### config.mk
export PLATFORM = sky130hd
export DESIGN_NAME = moldudp64
export DESIGN_NICKNAME = d
export VERILOG_FILES = /design/src/hdl/mold_pkg.sv /design/src/hdl/mold_frame_ctrl.sv /design/src/hdl/mold_header.sv /design/src/hdl/mold_realign.sv /design/src/hdl/moldudp64.sv
export SDC_FILE = /design/constraint.sdc
export NUM_CORES = 1
export LEC_CHECK = 0
export BUFFER_PORTS_ARGS = -buffer_cell sky130_fd_sc_hd__buf_2
export CORE_UTILIZATION = 40
export DETAILED_ROUTE_END_ITERATION = 12
export HOLD_SLACK_MARGIN = 0.08
export MAX_ROUTING_LAYER = met4
export PLACE_DENSITY = 0.71
export SYNTH_ARGS = -nofsm -noshare
export SYNTH_HDL_FRONTEND = slang
export SYNTH_SLANG_ARGS = --single-unit
export TNS_END_PERCENT = 20
### constraint.sdc
create_clock -name clk -period 8.3 [get_ports clk]
set_input_delay 1.66 -clock clk [delete_from_list [all_inputs] [get_ports clk]]
set_output_delay 1.66 -clock clk [all_outputs]
set_load 0.01 [all_outputs]
### src/hdl/mold_pkg.sv
////////////////////////////////////////////////////////////
// moldudp64 parser shared definitions
// protocol field widths, stream lane types, parser states
////////////////////////////////////////////////////////////
package mold_pkg;

	// stream geometry
	localparam int AXI_DATA_W = 64;
	localparam int AXI_KEEP_W = AXI_DATA_W / 8;
	// byte count 0 to 8 needs one more bit than a lane index
	localparam int KEEP_LW = $clog2(AXI_KEEP_W) + 1;

	// moldudp64 header fields
	localparam int SID_W = 80;
	localparam int SEQ_NUM_W = 64;
	// message length and message count
	localparam int ML_W = 16;

	typedef logic [AXI_DATA_W-1:0] axis_data_t;
	typedef logic [AXI_KEEP_W-1:0] axis_keep_t;
	typedef logic [KEEP_LW-1:0] lane_cnt_t;
	typedef logic [SID_W-1:0] sid_t;
	typedef logic [SEQ_NUM_W-1:0] seq_num_t;
	typedef logic [ML_W-1:0] mold_len_t;

	// state describes the beat currently held in the input register
	typedef enum logic [2:0] {
		IDLE,
		HDR0,
		HDR1,
		// last header beat, also holds the first length field
		HDR2_MSG,
		MSG,
		// length field split over lane 7 and lane 0 of the next beat
		LEN_SPLIT,
		// length field at lanes 0 and 1 of this beat
		LEN_ALIGN
	} mold_state_e;

endpackage

### src/hdl/mold_frame_ctrl.sv
////////////////////////////////////////////////////////////
// moldudp64 framing control
// input register, parser FSM, message count and
// remaining length countdown, output mask
////////////////////////////////////////////////////////////
`timescale 1ns/1ps

module mold_frame_ctrl (
	input  logic                  clk,
	input  logic                  nreset,
	input  logic                  tvalid_i,
	input  mold_pkg::axis_keep_t  tkeep_i,
	input  mold_pkg::axis_data_t  tdata_i,
	input  mold_pkg::mold_len_t   next_len_i,
	input  logic                  next_len_v_i,
	output logic                  beat_v_o,
	output mold_pkg::axis_data_t  beat_data_o,
	output mold_pkg::axis_keep_t  beat_keep_o,
	output mold_pkg::mold_state_e state_o,
	output mold_pkg::lane_cnt_t   shift_o,
	output logic                  msg_v_o,
	output logic                  msg_end_o,
	output logic                  msg_start_o,
	output mold_pkg::axis_keep_t  msg_mask_o
);

	logic                  beat_v_q;
	mold_pkg::axis_data_t  beat_data_q;
	mold_pkg::axis_keep_t  beat_keep_q;

	mold_pkg::mold_state_e state_q, state_d;
	// lane where message data starts in each beat, 8 means next beat
	mold_pkg::lane_cnt_t   shift_q, shift_d;
	mold_pkg::mold_len_t   cnt_q, cnt_d;
	mold_pkg::mold_len_t   rem_q, rem_d;
	logic                  first_q, first_d;
	// length of the new message is still sitting in the carry bytes
	logic                  pend_q, pend_d;

	mold_pkg::mold_len_t   cur_len;
	mold_pkg::mold_len_t   cnt_hdr;
	logic [mold_pkg::KEEP_LW:0] end_pos;
	logic                  msg_v;
	logic                  msg_end;
	logic                  cnt_load;

	always_ff @(posedge clk) begin
		if (!nreset) begin
			beat_v_q <= 1'b0;
		end else begin
			beat_v_q <= tvalid_i;
		end
		beat_data_q <= tdata_i;
		beat_keep_q <= tkeep_i;
	end

	assign cur_len = pend_q ? next_len_i : rem_q;
	assign cnt_hdr = {beat_data_q[23:16], beat_data_q[31:24]};
	assign msg_v = beat_v_q && (state_q == mold_pkg::MSG);
	assign msg_end = msg_v && (cur_len <= mold_pkg::mold_len_t'(8));
	assign cnt_load = state_q == mold_pkg::HDR2_MSG;

	// lane after the last byte, plus 8, once the message ends in this beat
	assign end_pos = cur_len[mold_pkg::KEEP_LW-1:0] + shift_q;

	always_comb begin
		state_d = state_q;
		shift_d = shift_q;
		cnt_d = cnt_q;
		rem_d = rem_q;
		first_d = 1'b0;
		pend_d = 1'b0;
		case (state_q)
			mold_pkg::IDLE: begin
				if (tvalid_i) begin
					state_d = mold_pkg::HDR0;
				end
			end
			mold_pkg::HDR0: state_d = mold_pkg::HDR1;
			mold_pkg::HDR1: state_d = mold_pkg::HDR2_MSG;
			mold_pkg::HDR2_MSG: begin
				state_d = mold_pkg::MSG;
				cnt_d = cnt_hdr;
				shift_d = mold_pkg::lane_cnt_t'(6);
				first_d = 1'b1;
				if (next_len_v_i) begin
					rem_d = next_len_i;
				end
			end
			mold_pkg::LEN_SPLIT, mold_pkg::LEN_ALIGN: begin
				state_d = mold_pkg::MSG;
				shift_d = (state_q == mold_pkg::LEN_SPLIT) ? 4'd1 : 4'd2;
				first_d = 1'b1;
				if (next_len_v_i) begin
					rem_d = next_len_i;
				end
			end
			mold_pkg::MSG: begin
				if (msg_v) begin
					rem_d = cur_len - mold_pkg::mold_len_t'(8);
				end
				if (msg_end) begin
					cnt_d = cnt_q - mold_pkg::mold_len_t'(1);
					if (cnt_q == mold_pkg::mold_len_t'(1)) begin
						// a following packet may already be on the input
						state_d = tvalid_i ? mold_pkg::HDR0 : mold_pkg::IDLE;
					end else if (end_pos == 5'd15) begin
						state_d = mold_pkg::LEN_SPLIT;
					end else if (end_pos == 5'd16) begin
						state_d = mold_pkg::LEN_ALIGN;
					end else begin
						// next length and data start in this same beat
						shift_d = mold_pkg::lane_cnt_t'(end_pos - 5'd6);
						first_d = 1'b1;
						pend_d = 1'b1;
					end
				end
			end
			default: state_d = mold_pkg::IDLE;
		endcase
	end

	always_ff @(posedge clk) begin
		if (!nreset) begin
			state_q <= mold_pkg::IDLE;
			shift_q <= '0;
			cnt_q <= '0;
			rem_q <= '0;
			first_q <= 1'b0;
			pend_q <= 1'b0;
		end else begin
			state_q <= state_d;
			shift_q <= shift_d;
			cnt_q <= cnt_d;
			rem_q <= rem_d;
			// hold flags while the stream pauses inside a message
			first_q <= (state_q == mold_pkg::MSG && !beat_v_q) ? first_q : first_d;
			pend_q <= (state_q == mold_pkg::MSG && !beat_v_q) ? pend_q : pend_d;
		end
	end

	assign beat_v_o = beat_v_q;
	assign beat_data_o = beat_data_q;
	assign beat_keep_o = beat_keep_q;
	assign state_o = state_q;
	assign shift_o = shift_q;
	assign msg_v_o = msg_v;
	assign msg_end_o = msg_end;
	assign msg_start_o = msg_v && first_q;
	assign msg_mask_o = (cur_len >= mold_pkg::mold_len_t'(8)) ? '1 :
		~(mold_pkg::axis_keep_t'('1) << cur_len[mold_pkg::KEEP_LW-2:0]);

	a_state_known : assert property (@(posedge clk) disable iff (!nreset)
		!$isunknown(state_q));

	// count comes from a valid third header beat only
	a_cnt_load_hdr2 : assert property (@(posedge clk) disable iff (!nreset)
		cnt_load |-> beat_v_q);

	// a message end with no count left means a header with a zero count
	a_end_within_count : assert property (@(posedge clk) disable iff (!nreset)
		msg_end_o |-> (cnt_q != '0));

endmodule

### src/hdl/mold_header.sv
////////////////////////////////////////////////////////////
// moldudp64 header capture
// session id and sequence number from the header beats,
// sequence number advances on every finished message
////////////////////////////////////////////////////////////
`timescale 1ns/1ps

module mold_header (
	input  logic                  clk,
	input  logic                  nreset,
	input  logic                  beat_v_i,
	input  mold_pkg::axis_data_t  beat_data_i,
	input  mold_pkg::mold_state_e state_i,
	input  logic                  msg_end_i,
	output mold_pkg::sid_t        sid_o,
	output mold_pkg::seq_num_t    seq_num_o
);

	mold_pkg::sid_t     sid_q;
	mold_pkg::seq_num_t seq_q;

	logic sid_load_hi;
	logic sid_load_lo;
	logic seq_load_hi;
	logic seq_load_lo;
	logic seq_inc;

	// sid bytes 0..7 in beat 0, bytes 8..9 at lanes 0..1 of beat 1
	assign sid_load_hi = beat_v_i && (state_i == mold_pkg::HDR0);
	assign sid_load_lo = beat_v_i && (state_i == mold_pkg::HDR1);
	// seq bytes 0..5 at lanes 2..7 of beat 1, bytes 6..7 at lanes 0..1 of beat 2
	assign seq_load_hi = sid_load_lo;
	assign seq_load_lo = beat_v_i && (state_i == mold_pkg::HDR2_MSG);
	assign seq_inc = msg_end_i;

	// wire order is big endian, first byte lands in the msb
	always_ff @(posedge clk) begin
		if (sid_load_hi) begin
			for (int i = 0; i < 8; i++) begin
				sid_q[mold_pkg::SID_W-1-8*i -: 8] <= beat_data_i[8*i +: 8];
			end
		end
		if (sid_load_lo) begin
			sid_q[15:8] <= beat_data_i[7:0];
			sid_q[7:0] <= beat_data_i[15:8];
		end
	end

	always_ff @(posedge clk) begin
		if (seq_load_hi) begin
			for (int i = 2; i < 8; i++) begin
				seq_q[mold_pkg::SEQ_NUM_W-1-8*(i-2) -: 8] <= beat_data_i[8*i +: 8];
			end
		end
		if (seq_load_lo) begin
			seq_q[15:8] <= beat_data_i[7:0];
			seq_q[7:0] <= beat_data_i[15:8];
		end else if (seq_inc) begin
			// each message carries its own number
			seq_q <= seq_q + mold_pkg::seq_num_t'(1);
		end
	end

	assign sid_o = sid_q;
	assign seq_num_o = seq_q;

	// a message end during header capture would lose the loaded value
	a_seq_load_inc : assert property (@(posedge clk) disable iff (!nreset)
		(seq_load_hi || seq_load_lo) |-> !seq_inc);

endmodule

### src/hdl/mold_realign.sv
////////////////////////////////////////////////////////////
// moldudp64 payload realignment
// merges carried bytes with the next beat into lane 0
// aligned words and decodes message length fields
////////////////////////////////////////////////////////////
`timescale 1ns/1ps

module mold_realign (
	input  logic                  clk,
	input  logic                  nreset,
	input  logic                  beat_v_i,
	input  mold_pkg::axis_data_t  beat_data_i,
	input  mold_pkg::mold_state_e state_i,
	input  mold_pkg::lane_cnt_t   shift_i,
	input  logic                  msg_v_i,
	output mold_pkg::axis_data_t  data_o,
	output mold_pkg::mold_len_t   next_len_o,
	output logic                  next_len_v_o
);

	// lanes 1..7 of the previous beat, lane 0 is never message data
	logic [mold_pkg::AXI_DATA_W-9:0] carry_q;

	mold_pkg::axis_data_t prev_full;
	mold_pkg::axis_data_t prev_len_sh;
	mold_pkg::lane_cnt_t  len_lane;
	mold_pkg::lane_cnt_t  beat_lanes;

	always_ff @(posedge clk) begin
		if (beat_v_i) begin
			carry_q <= beat_data_i[mold_pkg::AXI_DATA_W-1:8];
		end
	end

	assign prev_full = {carry_q, 8'h00};

	// bytes from shift_i upward come from the previous beat, the rest
	// of the word is filled from lane 0 of this beat
	assign beat_lanes = mold_pkg::lane_cnt_t'(mold_pkg::AXI_KEEP_W) - shift_i;
	assign data_o = (prev_full >> {shift_i, 3'b000})
		| (beat_data_i << {beat_lanes, 3'b000});

	// a length that began in the previous beat sits just below the data
	assign len_lane = shift_i - mold_pkg::lane_cnt_t'(2);
	assign prev_len_sh = prev_full >> {len_lane, 3'b000};

	always_comb begin
		case (state_i)
			mold_pkg::HDR2_MSG: begin
				next_len_o = {beat_data_i[39:32], beat_data_i[47:40]};
			end
			mold_pkg::LEN_SPLIT: begin
				// first byte was lane 7 of the previous beat
				next_len_o = {carry_q[mold_pkg::AXI_DATA_W-9 -: 8], beat_data_i[7:0]};
			end
			mold_pkg::LEN_ALIGN: begin
				next_len_o = {beat_data_i[7:0], beat_data_i[15:8]};
			end
			mold_pkg::MSG: begin
				next_len_o = {prev_len_sh[7:0], prev_len_sh[15:8]};
			end
			default: next_len_o = '0;
		endcase
	end

	// inside a message a length is only usable when both bytes were carried
	assign next_len_v_o = beat_v_i && ((state_i == mold_pkg::HDR2_MSG)
		|| (state_i == mold_pkg::LEN_SPLIT)
		|| (state_i == mold_pkg::LEN_ALIGN)
		|| ((state_i == mold_pkg::MSG) && (shift_i >= mold_pkg::lane_cnt_t'(3))));

	// carry holds at most 7 bytes, so word lane 7 always comes from the beat
	a_carry_partial : assert property (@(posedge clk) disable iff (!nreset)
		msg_v_i |-> (shift_i != '0) && (shift_i <= mold_pkg::lane_cnt_t'(8)));

endmodule

### src/hdl/moldudp64.sv
////////////////////////////////////////////////////////////
// moldudp64 packet parser top level
// splits udp payload beats into lane 0 aligned messages
// tagged with session id and sequence number
////////////////////////////////////////////////////////////
`timescale 1ns/1ps

module moldudp64 (
	input  logic                   clk,
	input  logic                   nreset,

	// stream from the udp stack
	input  logic                   udp_axis_tvalid_i,
	input  mold_pkg::axis_keep_t   udp_axis_tkeep_i,
	input  mold_pkg::axis_data_t   udp_axis_tdata_i,
	output logic                   udp_axis_tready_o,

	// message output
	output logic                   mold_msg_v_o,
	output logic                   mold_msg_start_o,
	output mold_pkg::axis_keep_t   mold_msg_mask_o,
	output mold_pkg::axis_data_t   mold_msg_data_o,
	output mold_pkg::sid_t         mold_msg_sid_o,
	output mold_pkg::seq_num_t     mold_msg_seq_num_o
);

	// registered beat and parser position
	logic                  beat_v;
	mold_pkg::axis_data_t  beat_data;
	mold_pkg::mold_state_e state;
	mold_pkg::lane_cnt_t   shift;

	logic                  msg_v;
	logic                  msg_end;
	mold_pkg::mold_len_t   next_len;
	logic                  next_len_v;

	// no back-pressure, every beat is accepted
	assign udp_axis_tready_o = 1'b1;
	assign mold_msg_v_o = msg_v;

	mold_frame_ctrl m_frame_ctrl (
		.clk          (clk),
		.nreset       (nreset),
		.tvalid_i     (udp_axis_tvalid_i),
		.tkeep_i      (udp_axis_tkeep_i),
		.tdata_i      (udp_axis_tdata_i),
		.next_len_i   (next_len),
		.next_len_v_i (next_len_v),
		.beat_v_o     (beat_v),
		.beat_data_o  (beat_data),
		.beat_keep_o  (),
		.state_o      (state),
		.shift_o      (shift),
		.msg_v_o      (msg_v),
		.msg_end_o    (msg_end),
		.msg_start_o  (mold_msg_start_o),
		.msg_mask_o   (mold_msg_mask_o)
	);

	mold_header m_header (
		.clk         (clk),
		.nreset      (nreset),
		.beat_v_i    (beat_v),
		.beat_data_i (beat_data),
		.state_i     (state),
		.msg_end_i   (msg_end),
		.sid_o       (mold_msg_sid_o),
		.seq_num_o   (mold_msg_seq_num_o)
	);

	mold_realign m_realign (
		.clk          (clk),
		.nreset       (nreset),
		.beat_v_i     (beat_v),
		.beat_data_i  (beat_data),
		.state_i      (state),
		.shift_i      (shift),
		.msg_v_i      (msg_v),
		.data_o       (mold_msg_data_o),
		.next_len_o   (next_len),
		.next_len_v_o (next_len_v)
	);

endmodule

After elaboration in Yosys (flattened, before gate mapping)
Cells that the tools add are included.
- $add $sub $neg: 7
- multiply operators: 0
- divide/modulo/power cells: 0
- order comparisons: 3
- equal/unequal tests: 17
- shift-type cells: 4
- multiplexer cells: 31
- bitwise gates (word level): 2
- reductions and logical operators: 24
- operators with widths (operator ; count):
    48-bit two-way mux ; 2
    16-bit two-way mux ; 5
    64-bit by 1-bit adder with 64-bit output, second input constant ; 1
    64-bit two-way mux ; 1
    64-bit bitwise OR ; 1
    16-bit case mux with 2 select lines ; 2
    16-bit case mux with 4 select lines ; 1
    64-bit by 7-bit left shift with 64-bit output ; 1
    64-bit by 7-bit >> shifter with 16-bit output ; 1
    64-bit by 7-bit >> shifter with 64-bit output ; 1
    16-bit by 1-bit equality test with 1-bit output, second input constant ; 1
    16-bit by 4-bit >= comparator with 1-bit output, second input constant ; 1
    16-bit by 4-bit <= comparator with 1-bit output, second input constant ; 1
    4-bit two-way mux ; 4
    16-bit by 1-bit subtractor with 16-bit output, second input constant ; 1
    16-bit by 4-bit subtractor with 16-bit output, second input constant ; 1
    3-bit two-way mux ; 5
    3-bit case mux with 5 select lines ; 1
    4-bit case mux with 3 select lines ; 1
    3-bit equality test, second input constant ; 3
    1-bit logical AND ; 9
    8-bit two-way mux ; 1
    2-bit inequality test, second input constant ; 4
    8-bit inverter ; 1
    other kinds (25) ; 38
- flip-flop bits (word level): 306
- latch bits: 0
- memory bits (writable): 0
- memory bits (read-only): 0
- bits of input ports: 75
- output and inout port bits: 219
- word-level logic and storage cells: 101
- memories: 0

Logic depth before layout (Yosys ltp)
Gate-level depths: netlist of the first run.
- depth in word-level cells: 11
- mapped depth: 21
- depth with buffers taken out: 16

Cells and area by module
Synthesis of the first run repeated with hierarchy kept, for this count alone.
- cell total of the unflattened synthesis: 1774
- area total of the unflattened synthesis: 17040.1 µm²
- modules (own cells, without submodules) (module ; instances ; cells an instance ; area an instance (µm²)):
    mold_header ; 1 ; 578 ; 6259.8
    mold_realign ; 1 ; 686 ; 6093.3
    mold_frame_ctrl ; 1 ; 508 ; 4675.7
    moldudp64 ; 1 ; 2 ; 11.3

Worst setup path before layout of the first run
OpenSTA, ideal clock, no wires.
- kind: flip-flop to flip-flop
- start point: register m_frame_ctrl.beat_v_q (netlist: m_frame_ctrl.beat_v_o)
- end point: register m_header.sid_q[16] (netlist: m_header.sid_o[16]) (enable)
- setup time: 645 ps
- arrival: 7854 ps
- required time: 7655 ps
- path slack: -199 ps
- stages on the path, launching flop included: 2
- path buffers: 0
- cells stage by stage: dfxtp_1 nor4bb_1
- word-level cells in the longest chain between the ends: 1
- RTL lines (what ; line ; text):
    start: declaration ; mold_frame_ctrl.sv:27 ; logic beat_v_q;
    start signal: assignment ; mold_frame_ctrl.sv:51 ; beat_v_q <= tvalid_i;
    1-bit logical AND ; mold_header.sv:29 ; assign sid_load_hi = beat_v_i && (state_i == mold_pkg::HDR0);
    via m_header.sid_load_hi ; mold_header.sv:22 ; logic sid_load_hi;
    end signal: indexed assignment ; mold_header.sv:40 ; sid_q[mold_pkg::SID_W-1-8*i -: 8] <= beat_data_i[8*i +: 8];
    end: declaration ; mold_header.sv:19 ; mold_pkg::sid_t sid_q;
The timed path passes the listed nets, and every way through them passes these cells.
A chain may end at the register's enable or synchronous reset.

Worst setup path in the final report of the first run
- start point: register m_frame_ctrl.shift_q[1] (netlist: m_frame_ctrl.shift_o[1])
- end point: output port mold_msg_mask_o[2]
- word-level cells in the longest chain between the ends: 7
- RTL lines (what ; line ; text):
    start: declaration ; mold_frame_ctrl.sv:33 ; mold_pkg::lane_cnt_t shift_q, shift_d;
    start signal: assignment ; mold_frame_ctrl.sv:133 ; shift_q <= shift_d;
    4-bit by 2-bit subtractor with 4-bit output (*) ; mold_realign.sv:44 ; assign len_lane = shift_i - mold_pkg::lane_cnt_t'(2);
    64-bit by 7-bit >> shifter with 16-bit output (*) ; mold_realign.sv:45 ; assign prev_len_sh = prev_full >> {len_lane, 3'b000};
    16-bit case mux with 4 select lines (*) ; mold_realign.sv:48 ; case (state_i)
    16-bit two-way mux (*) ; mold_frame_ctrl.sv:57 ; assign cur_len = pend_q ? next_len_i : rem_q;
    parallel branches: the longest is 2 deep, another holds 16-bit by 4-bit >= comparator with 1-bit output ; n/a ;
    8-bit two-way mux (*) ; mold_frame_ctrl.sv:150 ; assign msg_mask_o = (cur_len >= mold_pkg::mold_len_t'(8)) ? '1 :
    end: declaration ; moldudp64.sv:21 ; output mold_pkg::axis_keep_t mold_msg_mask_o,
Mark *: on every way between the ends.

==> results of run 1 <==
flip-flops by register name, indices dropped and copies added, names as in the netlist:
name,cells
m_header.sid_o,80
m_frame_ctrl.beat_data_o,64
m_header.seq_num_o,64
m_realign.carry_q,56
m_frame_ctrl.cnt_q,16
m_frame_ctrl.rem_q,16
m_frame_ctrl.shift_o,4
m_frame_ctrl.state_o,3
m_frame_ctrl.beat_v_o,1
m_frame_ctrl.first_q,1
m_frame_ctrl.pend_q,1
power by group through the flow:
stage                     Clock [W]  Combinational (W)  Sequential, W
after CTS                   0.00162            0.00102        0.00201
final                       0.00161            0.00104        0.00202
after floorplan                   0           0.000551        0.00203
after global routing        0.00168            0.00111        0.00205
after detailed placement          0            0.00102        0.00204
after global placement            0            0.00100        0.00203
metrics by stage:
step | instance area [sq um] | total power [W] | hold slack (ns) | std cells | setup WS (ns)
2_1_floorplan | 17100 | 0.00258 | 0.432 | 1739 | 2.24
3_3_place_gp | 19000 | 0.00303 | 0.445 | 2483 | 2.22
3_5_place_dp | 19000 | 0.00306 | 0.447 | 2483 | 2.19
4_1_cts | 20200 | 0.00465 | 0.456 | 2545 | 1.59
5_1_grt | 20200 | 0.00483 | 0.490 | 2547 | 1.23
6_report | 20200 | 0.00467 | 0.459 | 2550 | 1.53
Yosys cell counts (37+ instances only):
master	count
a31oi_1	48
o22ai_1	41
a21oi_1	99
nand2_1	146
clkbuf_1	76
edfxtp_1	152
mux2i_1	92
nor3_1	39
mux2_2	37
nor2_1	166
dfxtp_1	154
nand3_1	44
o21ai_0	100
worst min-delay path by stage:
stage,startpoint,end,slack (ns)
after floorplan,m_frame_ctrl.first_q,m_frame_ctrl.first_q,0.43
after global placement,m_frame_ctrl.first_q,m_frame_ctrl.first_q,0.44
after detailed placement,m_frame_ctrl.first_q,m_frame_ctrl.first_q,0.45
after CTS,m_frame_ctrl.first_q,m_frame_ctrl.first_q,0.46
after global routing,m_frame_ctrl.beat_data_o[27],m_header.sid_o[51],0.49
final,m_frame_ctrl.first_q,m_frame_ctrl.first_q,0.46
cell families (layout without fill, tap and decap cells):
kind of cell	after synthesis	in the layout
AO/OA/AOI/OAI	515	515
XOR/XNOR	26	26
adder cells (fa/ha/maj)	12	12
buffers and inverters	162	429
flip-flops	306	306
multiplexers	161	161
other	1	6
AND/OR/NAND/NOR	556	556
cell type report:
cell class / count / area share (%)
timing repair buffer: 335 / 8.98
multi-input combinational: 1271 / 43.3
tap: 539 / 3.33
inverter: 32 / 0.593
clock buffer: 44 / 4.69
clock inverter: 18 / 1.22
antenna: 5 / 0.0618
sequential: 306 / 37.8
worst max-delay path: cells and delay by family (launching register included):
family	cells	cell delay, ns
adder cells (fa/ha/maj)	1	0.44
buffers and inverters	3	1.16
AO/OA/AOI/OAI	3	0.47
AND/OR/NAND/NOR	4	1.62
flip-flops	1	0.86
routing by layer:
layer	routed length [um]	track usage, %	share of wire, %
met4	3520	15.3	5.1
met1	26900	40.0	39
met3	8650	9.59	13
met2	29400	44.7	43
met5	0	-	0
==> results.md, run 1 <==
* Worst-margin pin slew at about 1.1 ns
* Router iterations before antenna repair at 8
* CP Capture Point: mold_msg_mask_o[2]
* Outcome: finished clean
* Clock transition at path regs at around 0.060 ns
* Die W at between 200 and 250 um
* Power share of the clock group at about 34%
* Num CTS Buffers at 34
* Compound-Gate Fraction of Synth Area at 20.6%
* Reg power frac at between 40% and 50%
* Nets@finish at approximately 2.1k
* F_max at around 150 MHz
* Leading cell type in the layout, fill and taps excluded: buf_2
* Worst-path cell chain: inv_1 -> ha_1 -> inv_1 -> a32oi_1 -> nand3_1 -> o21ai_0 -> or4_1 -> nor4_2 -> and2_1 -> o21ai_0 -> buf_2
* Share of the synthesized area in the top cell type at about a quarter
* Vias in the first global route at ~15k
* CTS H-tree depth at 2
* Final Cycle Share at around four fifths
* Required @ worst endpoint at about 6.6 ns
* CP startpoint kind: flip-flop
* CTS tree: yes
* Final setup viols at 0
* Post-Syn Area at 0.0171 sq mm
* Max-Cap Viols at 0
* Net Switching at between 0.0015 and 0.002 W
* Sw Ratio at 32.6%
* Antenna Violating Nets Remaining at 0
* Total track usage at 31.3%
* Initial cell density of the core at about two fifths
* Slew Limit Fails at 0
* PostCTS Resize Cnt at 0
* RR Endpoint: m_header.seq_num_o[16]
* # clock sinks at between 300 and 400
* Worst R2R Setup Slack at about 2.6 ns
* Initial antenna violation count at 5
* Latest clock arrival within the worst-skew pair at roughly 0.54 ns
* Post-synthesis simple-gate area fraction at between 10% and 20%
* #FFs+latches synth at 306
* Post-synthesis mux area share at about 12%
* Seq/Total Area, Yosys at between 40% and 50%
* Max-Slew Margin vs Limit at a little over a quarter
* Max incr delay on CP at 0.86 ns
* IO Port Bufs at about 280
* Synth Area in Adders at less than 1%
* CTS Buffer Depth at 3
* CTS Hold Buffers Added at 0
* Post-synth cell types at 86
* CP max-delay cell: dfxtp_4
* Peak VDD IR at between 0.2 and 0.25 mV
* Syn_area_per_cell at between 9 and 10 sq um
* Worst endpoint data arrival time at 5.11 ns
* Async S/R FF share, synth at 0%
* Aggregate global routing overflow at 0
* Setup TNS at 0 ns
* Most frequent cells in the layout: buf_2, nor2_1, edfxtp_1, dfxtp_1, nand2_1
* RSZ-0062 raised after global routing: false
* Crit path from: m_frame_ctrl.shift_o[1]
* Primary FF master, synth: dfxtp_1
* Vias at 16.4k
* Share of layout cells above drive strength 1 at 25.2%
* # DRC at 0
* Number of fillers in the final layout at between 3k and 4k
* Worst reg2reg path startpoint: m_frame_ctrl.shift_o[1]
* Largest net degree at the start of global routing at about 140
* Row count at 75
* Cell accounting for the most synthesized area: edfxtp_1
* Leak pwr at 7.70 nW
* Final hold violations at 0
* Footprint of the multi-input gates at 0.00876 sq mm
* Seq. cell area at ~0.0077 sq mm
* Die Area at about 0.044 sq mm
* Final wirelength at approximately 68 mm
* Gpl congestion at about 0.99
* EDFF count, synth at 152
* Area contributors post-synth: edfxtp_1, dfxtp_1, mux2i_1
* Tmin final at ~6.8 ns
* CP max FO at 58
* WHS Path Cells at 2
* CP Capture Type: output port
* Core area at between 0.04 and 0.05 sq mm
* IO Pins at slightly below 300
* CTS root buf: clkbuf_16
* Routed len/inst at 26.8 um
* Drt via density at approximately 6.4
* WS Path Type: reg -> out
* Net count after synthesis at ~1.8k
* Die Y at about 210 um
* Internal Power at 0.00315 W
* Drt initial violations at roughly 2.2k
* First-pass GRT wire length at 98.1 mm
* Post-CTS setup buffers at 0
* Area delta synth->final at 18.4%
* Hold/Removal Path Class: reg -> reg
* Gate power share at between 20% and 30%
* Clock Skew at between 0.02 and 0.03 ns
* Syn Inst Count at about 1.7k
* Post-synthesis xor/xnor area fraction at under 10%
* Pwr dens at 231 mW/mm^2
* Ys Warns at 0
* Main combinational cell family by area after synthesis: compound AO/OA/AOI/OAI gates
* Util after Layout at between 40% and 50%
* Worst r2r path cells at 11
* Detailed Place HPWL at between 40 and 50 mm
Power figures use the tool's default switching activity.
==> run 2: changes to the inputs <==
==> constraint.sdc (replaced) <==
create_clock -name clk -period 6.1 [get_ports clk]
set_input_delay 1.22 -clock clk [delete_from_list [all_inputs] [get_ports clk]]
set_output_delay 1.22 -clock clk [all_outputs]
set_load 0.01 [all_outputs]
==> run 2 against run 1 <==
Compared with the run above: critical endpoint unchanged; highest routed layer unchanged; setup slack worse by 1.1 ns; non-clock buffer count up 18; global-route usage up 1.0 points; sequential share of layout area down 0.31 points.
==> results.md, run 2 (synthesized netlist as in run 1, its figures left out) <==
* Gpl congestion at slightly above 1
* Router iterations before antenna repair at 8
* Die Area at 0.0436 sq mm
* Share of layout cells above drive strength 1 at between 20% and 30%
* CTS Buffer Depth at 3
* DP Worst Slack at between 1 and 1.5 ns
* Final setup viols at 0
* # DRC at 0
* Final Cycle Share at ~90%
* Die W at between 200 and 250 um
* F_max at 177 MHz
* Number of fillers in the final layout at about 3.9k
* Initial cell density of the core at just over 40%
* PostCTS Resize Cnt at 0
* CP max-delay cell: dfxtp_1
* Min setup slack post-route at 0.449 ns
* Detailed Place HPWL at 49.7 mm
* Final hold violations at 0
* Leading cell type in the layout, fill and taps excluded: buf_2
* Vias in the first global route at between 15k and 20k
* Clock transition at path regs at roughly 0.07 ns
* Worst endpoint data arrival time at ~4.4 ns
* Row count at 75
* Aggregate global routing overflow at 0
* Clock Skew at between 0.02 and 0.025 ns
* Worst-margin pin slew at roughly 1.1 ns
* Final wirelength at between 60 and 70 mm
* # clock sinks at 306
* Hold/Removal Path Class: reg -> reg
* CTS root buf: clkbuf_16
* Most frequent cells in the layout: buf_2, nor2_1, edfxtp_1, dfxtp_1, nand2_1
* Pwr dens at between 300 and 400 mW/mm^2
* CTS tree: yes
* Leak pwr at 7.80 nW
* Peak VDD IR at 0.272 mV
* CTS H-tree depth at 2
* Area delta synth->final at 19.4%
* IO Port Bufs at 284
* Post-CTS setup buffers at 0
* CP startpoint kind: flip-flop
* Nets@finish at about 2.1k
* Die Y at roughly 210 um
* Initial antenna violation count at 8
* Antenna Violating Nets Remaining at 0
* Largest net degree at the start of global routing at 67
* First-pass GRT wire length at just over 100 mm
* IO Pins at approximately 300
* Seq. cell area at 0.00766 sq mm
* Drt via density at 6.51
* Setup TNS at 0 ns
* Outcome: finished clean
* WS Path Type: reg -> out
* Max incr delay on CP at between 1 and 1.5 ns
* CP max FO at 29
* Vias at 16.7k
* Core area at 0.0420 sq mm
* Max-Slew Margin vs Limit at 25.8%
* Max-Cap Viols at 0
* Required @ worst endpoint at about 4.9 ns
* CTS Hold Buffers Added at 0
* Footprint of the multi-input gates at between 0.008 and 0.009 sq mm
* CP Capture Type: output port
* Slew Limit Fails at 0
* Num CTS Buffers at 36
* Drt initial violations at between 2k and 2.5k
* Routed len/inst at 27.2 um
* Max FFs per register at 80
* Tmin final at 5.65 ns
* Total track usage at between 30 and 40%
* RSZ-0062 raised after global routing: false
* Latest clock arrival within the worst-skew pair at between 0.5 and 0.6 ns
* Worst-path cell chain: a21boi_0 -> o21a_1 -> a222oi_1 -> nand3_1 -> nor4_2 -> and2_1 -> o21ai_0 -> buf_2
## run 2: final cells by class
| cell class | count | share of cell area [%] |
|---|---|---|
| multi-input cells | 1271 | 42.9 |
| clock inverters | 16 | 0.803 |
| well taps | 539 | 3.30 |
| flip-flops and latches | 306 | 37.5 |
| inverters | 32 | 0.589 |
| clock buffers | 49 | 5.11 |
| diodes | 4 | 0.0490 |
| repair buffers | 353 | 9.69 |
## run 2: worst paths after layout
path	from	depth (start not counted)	to	slack [ns]
worst min-delay path	m_frame_ctrl.first_q	2	m_frame_ctrl.first_q	0.45
worst max-delay path	m_frame_ctrl.state_o[1]	8	mold_msg_mask_o[2]	0.45
worst min register to register	m_frame_ctrl.first_q	2	m_frame_ctrl.first_q	0.45
worst max register to register	m_frame_ctrl.shift_o[1]	12	m_frame_ctrl.shift_o[2]	1.17
## run 2: worst max-delay path: cells and delay by family, from the launching register on
family / cells / cell delay [ns]
AO/OA/AOI/OAI: 4 / 1.64
buffers and inverters: 1 / 0.16
flip-flops: 1 / 1.02
AND/OR/NAND/NOR: 3 / 1.07
## run 2: metrics by stage
stage / std cells / total power (W) / hold WS (ns) / area [sq um] / util (%)
after floorplan: 1739 / 0.00351 / 0.432 / 17100 / -
final: 2570 / 0.00640 / 0.454 / 20400 / 48.5
after detailed placement: 2501 / 0.00418 / 0.451 / 19200 / 45.6
after global routing: 2569 / 0.00662 / 0.482 / 20400 / 48.5
after CTS: 2566 / 0.00638 / 0.459 / 20400 / 48.5
after global placement: 2501 / 0.00415 / 0.446 / 19200 / 45.6
## run 2: per-layer routing
| metal | track usage, % | routed length [um] | part of all wire, % |
|---|---|---|---|
| met5 | - | 0 | 0 |
| met1 | 44.1 | 28100 | 40 |
| met2 | 47.6 | 30400 | 43 |
| met4 | 11.5 | 2790 | 4.0 |
| met3 | 6.27 | 8530 | 12 |
## run 2: power breakdown
part	total (W)	switching [W]	leakage [nW]	internal [W]
combinational	0.00144	0.000847	4.54	0.000595
sequential	0.00274	0.000336	2.66	0.00241
clock	0.00222	0.000923	0.587	0.00129
total	0.00640	0.00211	7.80	0.00430
